### src/hw/aluPkg.sv
`default_nettype none

package aluPkg;

  // operand and result word
  typedef logic [31:0] wordT;

  // register byte address on the bus
  typedef logic [4:0] regAddrT;

  // AXI response code
  typedef logic [1:0] axiRespT;

  // command codes as written to the CMD register
  typedef enum logic [2:0] {
    ADD  = 3'd0,
    SUB  = 3'd1,
    XOR  = 3'd2,
    SLT  = 3'd3,
    AND  = 3'd4,
    NAND = 3'd5,
    NOR  = 3'd6,
    OR   = 3'd7
  } aluCmdE;

  typedef struct packed {
    wordT   opA;
    wordT   opB;
    aluCmdE cmd;
  } aluReqT;

  typedef struct packed {
    wordT result;
    logic carry;
    logic zero;
    logic overflow;
  } aluRspT;

  // register map
  localparam regAddrT OPA_OFS    = 5'h00;
  localparam regAddrT OPB_OFS    = 5'h04;
  localparam regAddrT CMD_OFS    = 5'h08;
  localparam regAddrT STATUS_OFS = 5'h0C;
  localparam regAddrT RESULT_OFS = 5'h10;

  // bit positions in the status word
  localparam int DONE_BIT  = 0;
  localparam int CARRY_BIT = 1;
  localparam int ZERO_BIT  = 2;
  localparam int OVF_BIT   = 3;

  localparam axiRespT RESP_OKAY   = 2'b00;
  localparam axiRespT RESP_SLVERR = 2'b10;

endpackage

`default_nettype wire

### src/hw/aluAddSub.sv
`timescale 1ns/10ps
`default_nettype none

// ripple-carry adder, subtracts by inverting b and feeding a carry-in of one
module aluAddSub #(
  parameter int Width = 32
) (
  input  wire logic [Width-1:0] a,
  input  wire logic [Width-1:0] b,
  input  wire logic             subtract,
  output logic      [Width-1:0] sum,
  output logic                  carry,
  output logic                  zero,
  output logic                  overflow
);

  // b after optional inversion
  logic [Width-1:0] bInv;

  // carryChain[i] is the carry into bit i
  logic [Width:0] carryChain;

  // per-bit propagate term
  logic [Width-1:0] propagate;

  assign bInv          = b ^ {Width{subtract}};
  assign carryChain[0] = subtract;

  genvar i;
  generate
    for (i = 0; i < Width; i++) begin : gRipple
      assign propagate[i]    = a[i] ^ bInv[i];
      assign sum[i]          = propagate[i] ^ carryChain[i];
      // generate or propagate the incoming carry
      assign carryChain[i+1] = (a[i] & bInv[i]) | (propagate[i] & carryChain[i]);
    end
  endgenerate

  assign carry = carryChain[Width];

  // signed overflow when carry into and out of the msb differ
  assign overflow = carryChain[Width] ^ carryChain[Width-1];

  assign zero = ~|sum;

endmodule

`default_nettype wire

### src/hw/aluCore.sv
`timescale 1ns/10ps
`default_nettype none

module aluCore #(
  parameter int Width = 32
) (
  input  wire logic           clk,
  input  wire logic           rst,
  input  wire logic           go,
  input  wire aluPkg::aluReqT req,
  output aluPkg::aluRspT      rsp,
  output logic                rspValid
);

  import aluPkg::*;

  // result groups behind the output mux
  localparam logic [2:0] GRP_ARITH = 3'd0;
  localparam logic [2:0] GRP_XOR   = 3'd1;
  localparam logic [2:0] GRP_SLT   = 3'd2;
  localparam logic [2:0] GRP_AND   = 3'd3;
  localparam logic [2:0] GRP_OR    = 3'd4;

  logic [2:0] grpSel;
  logic       subtract;
  logic       invert;

  wordT addSum;
  logic addCarry;
  logic addZero;
  logic addOvf;

  wordT   xorRes;
  wordT   andRes;
  wordT   orRes;
  wordT   sltRes;
  aluRspT nextRsp;

  // command decode
  always_comb begin
    grpSel   = GRP_ARITH;
    subtract = 1'b0;
    invert   = 1'b0;
    case (req.cmd)
      ADD:  grpSel = GRP_ARITH;
      SUB: begin
        grpSel   = GRP_ARITH;
        subtract = 1'b1;
      end
      XOR:  grpSel = GRP_XOR;
      // slt reuses the subtractor
      SLT: begin
        grpSel   = GRP_SLT;
        subtract = 1'b1;
      end
      AND:  grpSel = GRP_AND;
      NAND: begin
        grpSel = GRP_AND;
        invert = 1'b1;
      end
      NOR: begin
        grpSel = GRP_OR;
        invert = 1'b1;
      end
      OR:   grpSel = GRP_OR;
      default: grpSel = GRP_ARITH;
    endcase
  end

  aluAddSub #(
    .Width(Width)
  ) addSub (
    .a        (req.opA),
    .b        (req.opB),
    .subtract (subtract),
    .sum      (addSum),
    .carry    (addCarry),
    .zero     (addZero),
    .overflow (addOvf)
  );

  assign xorRes = req.opA ^ req.opB;
  assign andRes = (req.opA & req.opB) ^ {$bits(wordT){invert}};
  assign orRes  = (req.opA | req.opB) ^ {$bits(wordT){invert}};

  // signed less-than: sign of the difference corrected by overflow
  assign sltRes = {{($bits(wordT)-1){1'b0}}, addSum[$bits(wordT)-1] ^ addOvf};

  // only add and sub report flags
  always_comb begin
    nextRsp = '0;
    case (grpSel)
      GRP_ARITH: nextRsp = '{result: addSum, carry: addCarry, zero: addZero, overflow: addOvf};
      GRP_XOR:   nextRsp.result = xorRes;
      GRP_SLT:   nextRsp.result = sltRes;
      GRP_AND:   nextRsp.result = andRes;
      GRP_OR:    nextRsp.result = orRes;
      default:   nextRsp = '0;
    endcase
  end

  always_ff @(posedge clk) begin
    if (rst) begin
      rspValid <= 1'b0;
    end else begin
      rspValid <= go;
    end
  end

  // response payload
  always_ff @(posedge clk) begin
    if (go) begin
      rsp <= nextRsp;
    end
  end

  // the adder's zero flag agrees with the registered result
  assert property (@(posedge clk) disable iff (rst)
    rspValid && rsp.zero |-> rsp.result == '0);

endmodule

`default_nettype wire

### src/hw/aluRegs.sv
`timescale 1ns/10ps
`default_nettype none

module aluRegs (
  input  wire logic             clk,
  input  wire logic             rst,
  // write address and data
  input  wire aluPkg::regAddrT  awaddr,
  input  wire logic             awvalid,
  output logic                  awready,
  input  wire aluPkg::wordT     wdata,
  input  wire logic [3:0]       wstrb,
  input  wire logic             wvalid,
  output logic                  wready,
  // write response
  output aluPkg::axiRespT       bresp,
  output logic                  bvalid,
  input  wire logic             bready,
  // read address and data
  input  wire aluPkg::regAddrT  araddr,
  input  wire logic             arvalid,
  output logic                  arready,
  output aluPkg::wordT          rdata,
  output aluPkg::axiRespT       rresp,
  output logic                  rvalid,
  input  wire logic             rready,
  // core link
  output aluPkg::aluReqT        req,
  output logic                  go,
  input  wire aluPkg::aluRspT   rsp,
  input  wire logic             rspValid
);

  import aluPkg::*;

  wordT   opA;
  wordT   opB;
  aluCmdE cmd;
  wordT   resultReg;
  logic   carryReg;
  logic   zeroReg;
  logic   ovfReg;
  logic   done;

  logic wrEn;
  logic wrOk;
  logic rdEn;
  logic rdOk;
  wordT rdMux;
  wordT statusWord;

  // wstrb is ignored, every write updates the full word
  assign awready = awvalid & wvalid & ~bvalid;
  assign wready  = awready;
  assign wrEn    = awready;
  assign wrOk    = (awaddr == OPA_OFS) || (awaddr == OPB_OFS) || (awaddr == CMD_OFS);

  assign arready = ~rvalid;
  assign rdEn    = arvalid & arready;

  assign req = '{opA: opA, opB: opB, cmd: cmd};

  always_ff @(posedge clk) begin
    if (rst) begin
      opA <= '0;
      opB <= '0;
      cmd <= ADD;
      go  <= 1'b0;
    end else begin
      go <= 1'b0;
      if (wrEn) begin
        case (awaddr)
          OPA_OFS: opA <= wdata;
          OPB_OFS: opB <= wdata;
          CMD_OFS: begin
            cmd <= aluCmdE'(wdata[2:0]);
            go  <= 1'b1;
          end
          default: ;
        endcase
      end
    end
  end

  // write response channel
  always_ff @(posedge clk) begin
    if (rst) begin
      bvalid <= 1'b0;
    end else if (wrEn) begin
      bvalid <= 1'b1;
    end else if (bready) begin
      bvalid <= 1'b0;
    end
  end

  always_ff @(posedge clk) begin
    if (wrEn) begin
      bresp <= wrOk ? RESP_OKAY : RESP_SLVERR;
    end
  end

  // done drops with the command write and returns with the response
  always_ff @(posedge clk) begin
    if (rst) begin
      resultReg <= '0;
      carryReg  <= 1'b0;
      zeroReg   <= 1'b0;
      ovfReg    <= 1'b0;
      done      <= 1'b0;
    end else if (rspValid) begin
      resultReg <= rsp.result;
      carryReg  <= rsp.carry;
      zeroReg   <= rsp.zero;
      ovfReg    <= rsp.overflow;
      done      <= 1'b1;
    end else if (wrEn && awaddr == CMD_OFS) begin
      done <= 1'b0;
    end
  end

  always_comb begin
    statusWord            = '0;
    statusWord[DONE_BIT]  = done;
    statusWord[CARRY_BIT] = carryReg;
    statusWord[ZERO_BIT]  = zeroReg;
    statusWord[OVF_BIT]   = ovfReg;
  end

  // read decode, unmapped reads return zero
  always_comb begin
    rdOk  = 1'b1;
    rdMux = '0;
    case (araddr)
      OPA_OFS:    rdMux = opA;
      OPB_OFS:    rdMux = opB;
      CMD_OFS:    rdMux = {{($bits(wordT)-$bits(aluCmdE)){1'b0}}, cmd};
      STATUS_OFS: rdMux = statusWord;
      RESULT_OFS: rdMux = resultReg;
      default:    rdOk = 1'b0;
    endcase
  end

  always_ff @(posedge clk) begin
    if (rst) begin
      rvalid <= 1'b0;
    end else if (rdEn) begin
      rvalid <= 1'b1;
    end else if (rready) begin
      rvalid <= 1'b0;
    end
  end

  always_ff @(posedge clk) begin
    if (rdEn) begin
      rdata <= rdMux;
      rresp <= rdOk ? RESP_OKAY : RESP_SLVERR;
    end
  end

  // responses hold steady under back-pressure
  assert property (@(posedge clk) disable iff (rst)
    bvalid && !bready |=> bvalid && $stable(bresp));

  assert property (@(posedge clk) disable iff (rst)
    rvalid && !rready |=> rvalid && $stable(rdata) && $stable(rresp));

endmodule

`default_nettype wire

### src/hw/aluTop.sv
`timescale 1ns/10ps
`default_nettype none

module aluTop #(
  parameter int Width = 32
) (
  input  wire logic            clk,
  input  wire logic            rst,
  input  wire aluPkg::regAddrT awaddr,
  input  wire logic            awvalid,
  output logic                 awready,
  input  wire aluPkg::wordT    wdata,
  input  wire logic [3:0]      wstrb,
  input  wire logic            wvalid,
  output logic                 wready,
  output aluPkg::axiRespT      bresp,
  output logic                 bvalid,
  input  wire logic            bready,
  input  wire aluPkg::regAddrT araddr,
  input  wire logic            arvalid,
  output logic                 arready,
  output aluPkg::wordT         rdata,
  output aluPkg::axiRespT      rresp,
  output logic                 rvalid,
  input  wire logic            rready
);

  import aluPkg::*;

  aluReqT req;
  logic   go;
  aluRspT rsp;
  logic   rspValid;

  aluRegs regs (
    .clk      (clk),
    .rst      (rst),
    .awaddr   (awaddr),
    .awvalid  (awvalid),
    .awready  (awready),
    .wdata    (wdata),
    .wstrb    (wstrb),
    .wvalid   (wvalid),
    .wready   (wready),
    .bresp    (bresp),
    .bvalid   (bvalid),
    .bready   (bready),
    .araddr   (araddr),
    .arvalid  (arvalid),
    .arready  (arready),
    .rdata    (rdata),
    .rresp    (rresp),
    .rvalid   (rvalid),
    .rready   (rready),
    .req      (req),
    .go       (go),
    .rsp      (rsp),
    .rspValid (rspValid)
  );

  aluCore #(
    .Width(Width)
  ) core (
    .clk      (clk),
    .rst      (rst),
    .go       (go),
    .req      (req),
    .rsp      (rsp),
    .rspValid (rspValid)
  );

endmodule

`default_nettype wire

### config.mk
export PLATFORM = sky130hd
export DESIGN_NAME = aluTop
export DESIGN_NICKNAME = d
export VERILOG_FILES = /design/src/hw/aluPkg.sv /design/src/hw/aluAddSub.sv /design/src/hw/aluCore.sv /design/src/hw/aluRegs.sv /design/src/hw/aluTop.sv
export SDC_FILE = /design/constraint.sdc
export NUM_CORES = 1
export LEC_CHECK = 0
export BUFFER_PORTS_ARGS = -buffer_cell sky130_fd_sc_hd__buf_2
export CAP_MARGIN = 20
export CORE_UTILIZATION = 44
export CTS_BUF_LIST = sky130_fd_sc_hd__clkbuf_2
export DETAILED_ROUTE_END_ITERATION = 8
export GPL_TIMING_DRIVEN = 0
export MAX_ROUTING_LAYER = met4
export SLEW_MARGIN = 20
export SYNTH_ARGS = -nofsm -noshare
export SYNTH_HDL_FRONTEND = slang
export SYNTH_SLANG_ARGS = --single-unit
export TNS_END_PERCENT = 5
### constraint.sdc
create_clock -name clk -period 21.2 [get_ports clk]
set_clock_uncertainty 0.05 [all_clocks]
set_input_delay 0 -clock clk [delete_from_list [all_inputs] [get_ports clk]]
set_output_delay 0 -clock clk [all_outputs]
set_load 0.01 [all_outputs]
==> flow_results.xml <==
<?xml version="1.0" encoding="UTF-8"?>
<metrics>
  <group name="global_routing">
    <metric name="first_global_vias" unit="">8689</metric>
    <metric name="overflow_left_after_global_routing" unit="">0</metric>
    <metric name="groute.layer.met3.usage" unit="%">3.001</metric>
    <metric name="globalRouteMet1Util" unit="%">39.73</metric>
    <metric name="busiest_layer" unit="">met2</metric>
    <metric name="number_of_antenna_violations_at_the_first_check_in_global_routing" unit="">1</metric>
    <metric name="grt_first_pass_wirelength" unit="mm">49.78</metric>
    <metric name="groute.layer.met2.usage" unit="%">40.64</metric>
    <metric name="grtUsageTotal" unit="%">27.41</metric>
    <metric name="grt_max_degree" unit="">23</metric>
  </group>
  <group name="final_layout">
    <metric name="area_growth" unit="%">22.21</metric>
    <metric name="final_net_count" unit="">1412</metric>
    <metric name="fin_cells" unit="">1596</metric>
    <metric name="layout-drive-gt1-share" unit="%">18.18</metric>
    <metric name="fin_area" unit="um^2">12960</metric>
  </group>
  <group name="clock_tree">
    <metric name="clock_sink_count" unit="">176</metric>
    <metric name="clk_latency" unit="ns">0.77</metric>
    <metric name="htreeDepth" unit="">4</metric>
    <metric name="clockBufferDepth" unit="">2</metric>
    <metric name="resized_cells_post_cts" unit="">0</metric>
    <metric name="cts_tree" unit="">done</metric>
    <metric name="cts.reportedPaths.clkPinSlew" unit="ns">0.27</metric>
    <metric name="cts.root.buffer_cell" unit="">sky130_fd_sc_hd__clkbuf_2</metric>
    <metric name="cts_buffers" unit="">17</metric>
  </group>
  <group name="sta">
    <metric name="drv_slew" unit="">0</metric>
    <metric name="hold-worst-slack" unit="ns">0.09545</metric>
    <metric name="worst_pin_slew" unit="ns">0.7646</metric>
    <metric name="post-route-period-util" unit="%">74.51</metric>
    <metric name="setup_total_neg_slack" unit="ns">0</metric>
    <metric name="fin_ws" unit="ns">5.405</metric>
    <metric name="timing.final.setup_violations" unit="">0</metric>
    <metric name="rsz0062_at_grt" unit="">no</metric>
    <metric name="max-slew-margin-rel" unit="%">49.03</metric>
    <metric name="maxClockFrequency" unit="MHz">63.31</metric>
    <metric name="final_period_minus_worst_setup_slack" unit="ns">15.80</metric>
    <metric name="timing_hold_violations_final" unit="">0</metric>
  </group>
  <group name="die">
    <metric name="ioPinCount" unit="">94</metric>
    <metric name="floorplan.core_area" unit="um^2">23540</metric>
    <metric name="fp.dieArea" unit="um^2">24720</metric>
    <metric name="rows" unit="">56</metric>
    <metric name="floorplan.initialDensity" unit="%">45.03</metric>
    <metric name="dieHeight" unit="um">157.2</metric>
    <metric name="floorplan.die.width" unit="um">157.2</metric>
  </group>
  <group name="status">
    <metric name="status" unit="">finished, final reports clean</metric>
  </group>
  <group name="worst_setup_path">
    <metric name="critPathMaxFanout" unit="">10</metric>
    <metric name="timing.critical_path.to_type" unit="">flop</metric>
    <metric name="cp-startpoint" unit="">regs.cmd[2]</metric>
    <metric name="class_of_the_most_critical_setup_path" unit="">reg2reg</metric>
    <metric name="worst_r2r_path_depth" unit="">41</metric>
    <metric name="worst_path_max_delay_cell" unit="">sky130_fd_sc_hd__fa_1</metric>
    <metric name="worst_ep_required_time" unit="ns">21.72</metric>
    <metric name="cpMostUsedCell" unit="">sky130_fd_sc_hd__fa_1</metric>
    <metric name="setup.worst_path.end" unit="">core.rsp[1]</metric>
    <metric name="critical_r2r_launch" unit="">regs.cmd[2]</metric>
    <metric name="timing.critical_path.arrival" unit="ns">16.32</metric>
    <metric name="timing.reg2reg.setup_slack" unit="ns">5.40</metric>
    <metric name="worst_path_largest_cell_delay" unit="ns">0.50</metric>
    <metric name="worstReg2RegEnd" unit="">core.rsp[1]</metric>
    <metric name="startpoint_type" unit="">flop</metric>
  </group>
  <group name="routing">
    <metric name="route.detailed.drc" unit="">0</metric>
    <metric name="wl_cell" unit="um">19.81</metric>
    <metric name="initialDrtViolationCount" unit="">687</metric>
    <metric name="first_pass_detailed_route_iteration_total" unit="">5</metric>
    <metric name="num_vias" unit="">8954</metric>
    <metric name="route.antenna.remaining_nets" unit="">0</metric>
    <metric name="wire_length_reported_by_the_detailed_router" unit="mm">31.62</metric>
    <metric name="post_drt_via_cell_ratio" unit="">5.610</metric>
  </group>
  <group name="synthesis">
    <metric name="yosys_most_used_dff" unit="">sky130_fd_sc_hd__dfxtp_1</metric>
    <metric name="synth_seq_area_share" unit="%">39.75</metric>
    <metric name="netlist_area" unit="um^2">10600</metric>
    <metric name="synth_warnings" unit="">0</metric>
    <metric name="asyncSetResetFlopFracSynth" unit="%">0</metric>
    <metric name="synthCells" unit="">1035</metric>
    <metric name="synthDistinctLibCells" unit="">52</metric>
    <metric name="number_of_synthesized_register_bits" unit="">176</metric>
    <metric name="synth_enable_flop_cells" unit="">69</metric>
    <metric name="syn_area_per_cell" unit="um^2">10.24</metric>
  </group>
  <group name="hold_path">
    <metric name="hold_path.class" unit="">in2reg</metric>
  </group>
  <group name="pwr">
    <metric name="vdd_drop_max" unit="uV">37.94</metric>
    <metric name="p_leak" unit="nW">4.612</metric>
    <metric name="cellPowerDensity" unit="nW/um^2">46.30</metric>
  </group>
  <group name="placed_design">
    <metric name="placed_cells_incl_taps" unit="">1443</metric>
    <metric name="dp.final_hpwl" unit="mm">23.73</metric>
    <metric name="place_worst_setup_slack" unit="ns">5.311</metric>
    <metric name="detailed_place.area" unit="um^2">11500</metric>
    <metric name="buffer_ports.inserted" unit="">86</metric>
    <metric name="finalWeightedCongestion" unit="">0.9511</metric>
  </group>
  <group name="job">
    <metric name="cap_viol_max_count" unit="">0</metric>
  </group>
</metrics>
kinds of logic after synthesis:
family	Yosys count	synth area share (%)
AOI/OAI and AO/OA	254	16.43
xor gates and xnor gates	46	3.871
adders and majority gates	96	13.60
buffers and inverters	171	6.857
DFF	176	39.75
muxes	58	5.476
other	1	0.03537
and+or+nand+nor	233	13.99
report_power, final:
part / internal, W / switching (W) / leakage [nW]
registers: 0.000356 / 0.00000220 / 1.45
clock network: 0.0000492 / 0.000135 / 0.154
logic: 0.0000260 / 0.0000315 / 3.00
timing repair:
item | CTS | global route
hold endpoints to repair | 128 | 0
hold buffers | 120 | 0
setup buffers | 0 | 0
cells in the mapped netlist, types with 25 or more instances:
library cell	number	area [um^2]
sky130_fd_sc_hd__edfxtp_1	69	2072
sky130_fd_sc_hd__nand3_1	37	185.2
sky130_fd_sc_hd__o21ai_0	66	330.3
sky130_fd_sc_hd__a21oi_1	80	400.4
sky130_fd_sc_hd__a221oi_1	28	245.2
sky130_fd_sc_hd__nor3_2	26	260.3
sky130_fd_sc_hd__buf_2	26	130.1
sky130_fd_sc_hd__fa_1	32	640.6
sky130_fd_sc_hd__a221o_2	25	281.5
sky130_fd_sc_hd__nand4_1	50	312.8
sky130_fd_sc_hd__mux2i_1	58	580.6
sky130_fd_sc_hd__dfxtp_1	107	2142
sky130_fd_sc_hd__clkbuf_1	56	210.2
sky130_fd_sc_hd__nor2_1	43	161.4
sky130_fd_sc_hd__inv_1	72	270.3
sky130_fd_sc_hd__xnor2_1	32	280.3
sky130_fd_sc_hd__ha_1	64	800.8
flip-flops by register name, summed over array words and instances (netlist names), 3 cells and up:
register / cells
regs.opB: 32
regs.opA: 32
regs.rdata: 32
regs.cmd: 3
core.rsp: 35
regs.resultReg: 32
critical path: cells and delay by family (launching register included):
kind,cells,cell delay (ns)
adder cells (fa/ha/maj),31,13.31
AND/OR/NAND/NOR,4,0.96
flip-flops,1,0.37
AO/OA/AOI/OAI,1,0.17
buffers and inverters,5,0.75
worst min path at each step:
stage              start             end  slack [ns]  cells after the start
3_5_place_dp      rready     regs.rvalid        0.14                      2
3_3_place_gp      rready     regs.rvalid        0.14                      2
5_1_grt        araddr[2]  regs.rdata[27]        0.06                      5
4_1_cts        awaddr[2]   regs.bresp[1]        0.02                      4
6_report       araddr[2]   regs.rresp[1]         0.1                      4
2_1_floorplan     rready     regs.rvalid        0.05                      1
layout make-up:
class	count	area [um^2]
Antenna cell	1	2.502
Buffer	99	456.7
Clock buffer	17	85.08
Clock inverter	15	168.9
Fill cell	2144	10590
Inverter	72	270.3
Multi-Input combinational cell	689	5672
Sequential cell	176	4215
Tap cell	319	399.1
Timing Repair Buffer	208	1687
through the flow:
stage / utilization (%) / power, W
floorplan: - / 0.0003869
global placement: 48.57 / 0.0004064
detailed placement: 48.84 / 0.0004075
CTS: 55.02 / 0.0006048
global route: 55.03 / 0.0006241
finish: 55.03 / 0.0005998
cell usage in the layout, fill, tap and decap left out, types with 4 or more instances in the layout:
cell and n:
sky130_fd_sc_hd__dlygate4sd3_1 120, sky130_fd_sc_hd__buf_2 112, sky130_fd_sc_hd__dfxtp_1 106, sky130_fd_sc_hd__a21oi_1 80, sky130_fd_sc_hd__inv_1 72, sky130_fd_sc_hd__edfxtp_1 69
sky130_fd_sc_hd__o21ai_0 66, sky130_fd_sc_hd__ha_1 64, sky130_fd_sc_hd__mux2i_1 58, sky130_fd_sc_hd__clkbuf_1 56, sky130_fd_sc_hd__nand4_1 50, sky130_fd_sc_hd__nor2_1 43
sky130_fd_sc_hd__nand3_1 37, sky130_fd_sc_hd__xnor2_1 32, sky130_fd_sc_hd__fa_1 32, sky130_fd_sc_hd__a221oi_1 28, sky130_fd_sc_hd__nor3_2 26, sky130_fd_sc_hd__a221o_2 25
sky130_fd_sc_hd__a211oi_1 19, sky130_fd_sc_hd__nand3b_1 17, sky130_fd_sc_hd__a21bo_2 17, sky130_fd_sc_hd__clkbuf_2 17, sky130_fd_sc_hd__nor3b_1 16, sky130_fd_sc_hd__xor2_1 13
sky130_fd_sc_hd__buf_1 7, sky130_fd_sc_hd__nand2b_1 7, sky130_fd_sc_hd__nor4_1 7, sky130_fd_sc_hd__nand2_1 6, sky130_fd_sc_hd__buf_4 6, sky130_fd_sc_hd__a221o_1 6
sky130_fd_sc_hd__nor3_1 6, sky130_fd_sc_hd__inv_6 5, sky130_fd_sc_hd__buf_6 4, sky130_fd_sc_hd__clkinv_4 4
per-layer routing:
layer / vias to the layer above / share of wire, %
met5: - / 0
met1: 4380 / 49
met4: 0 / 1.3
li1: 4253 / -
met2: 297 / 44
met3: 24 / 5.6
No activity file was read; power rests on OpenSTA's default activity.
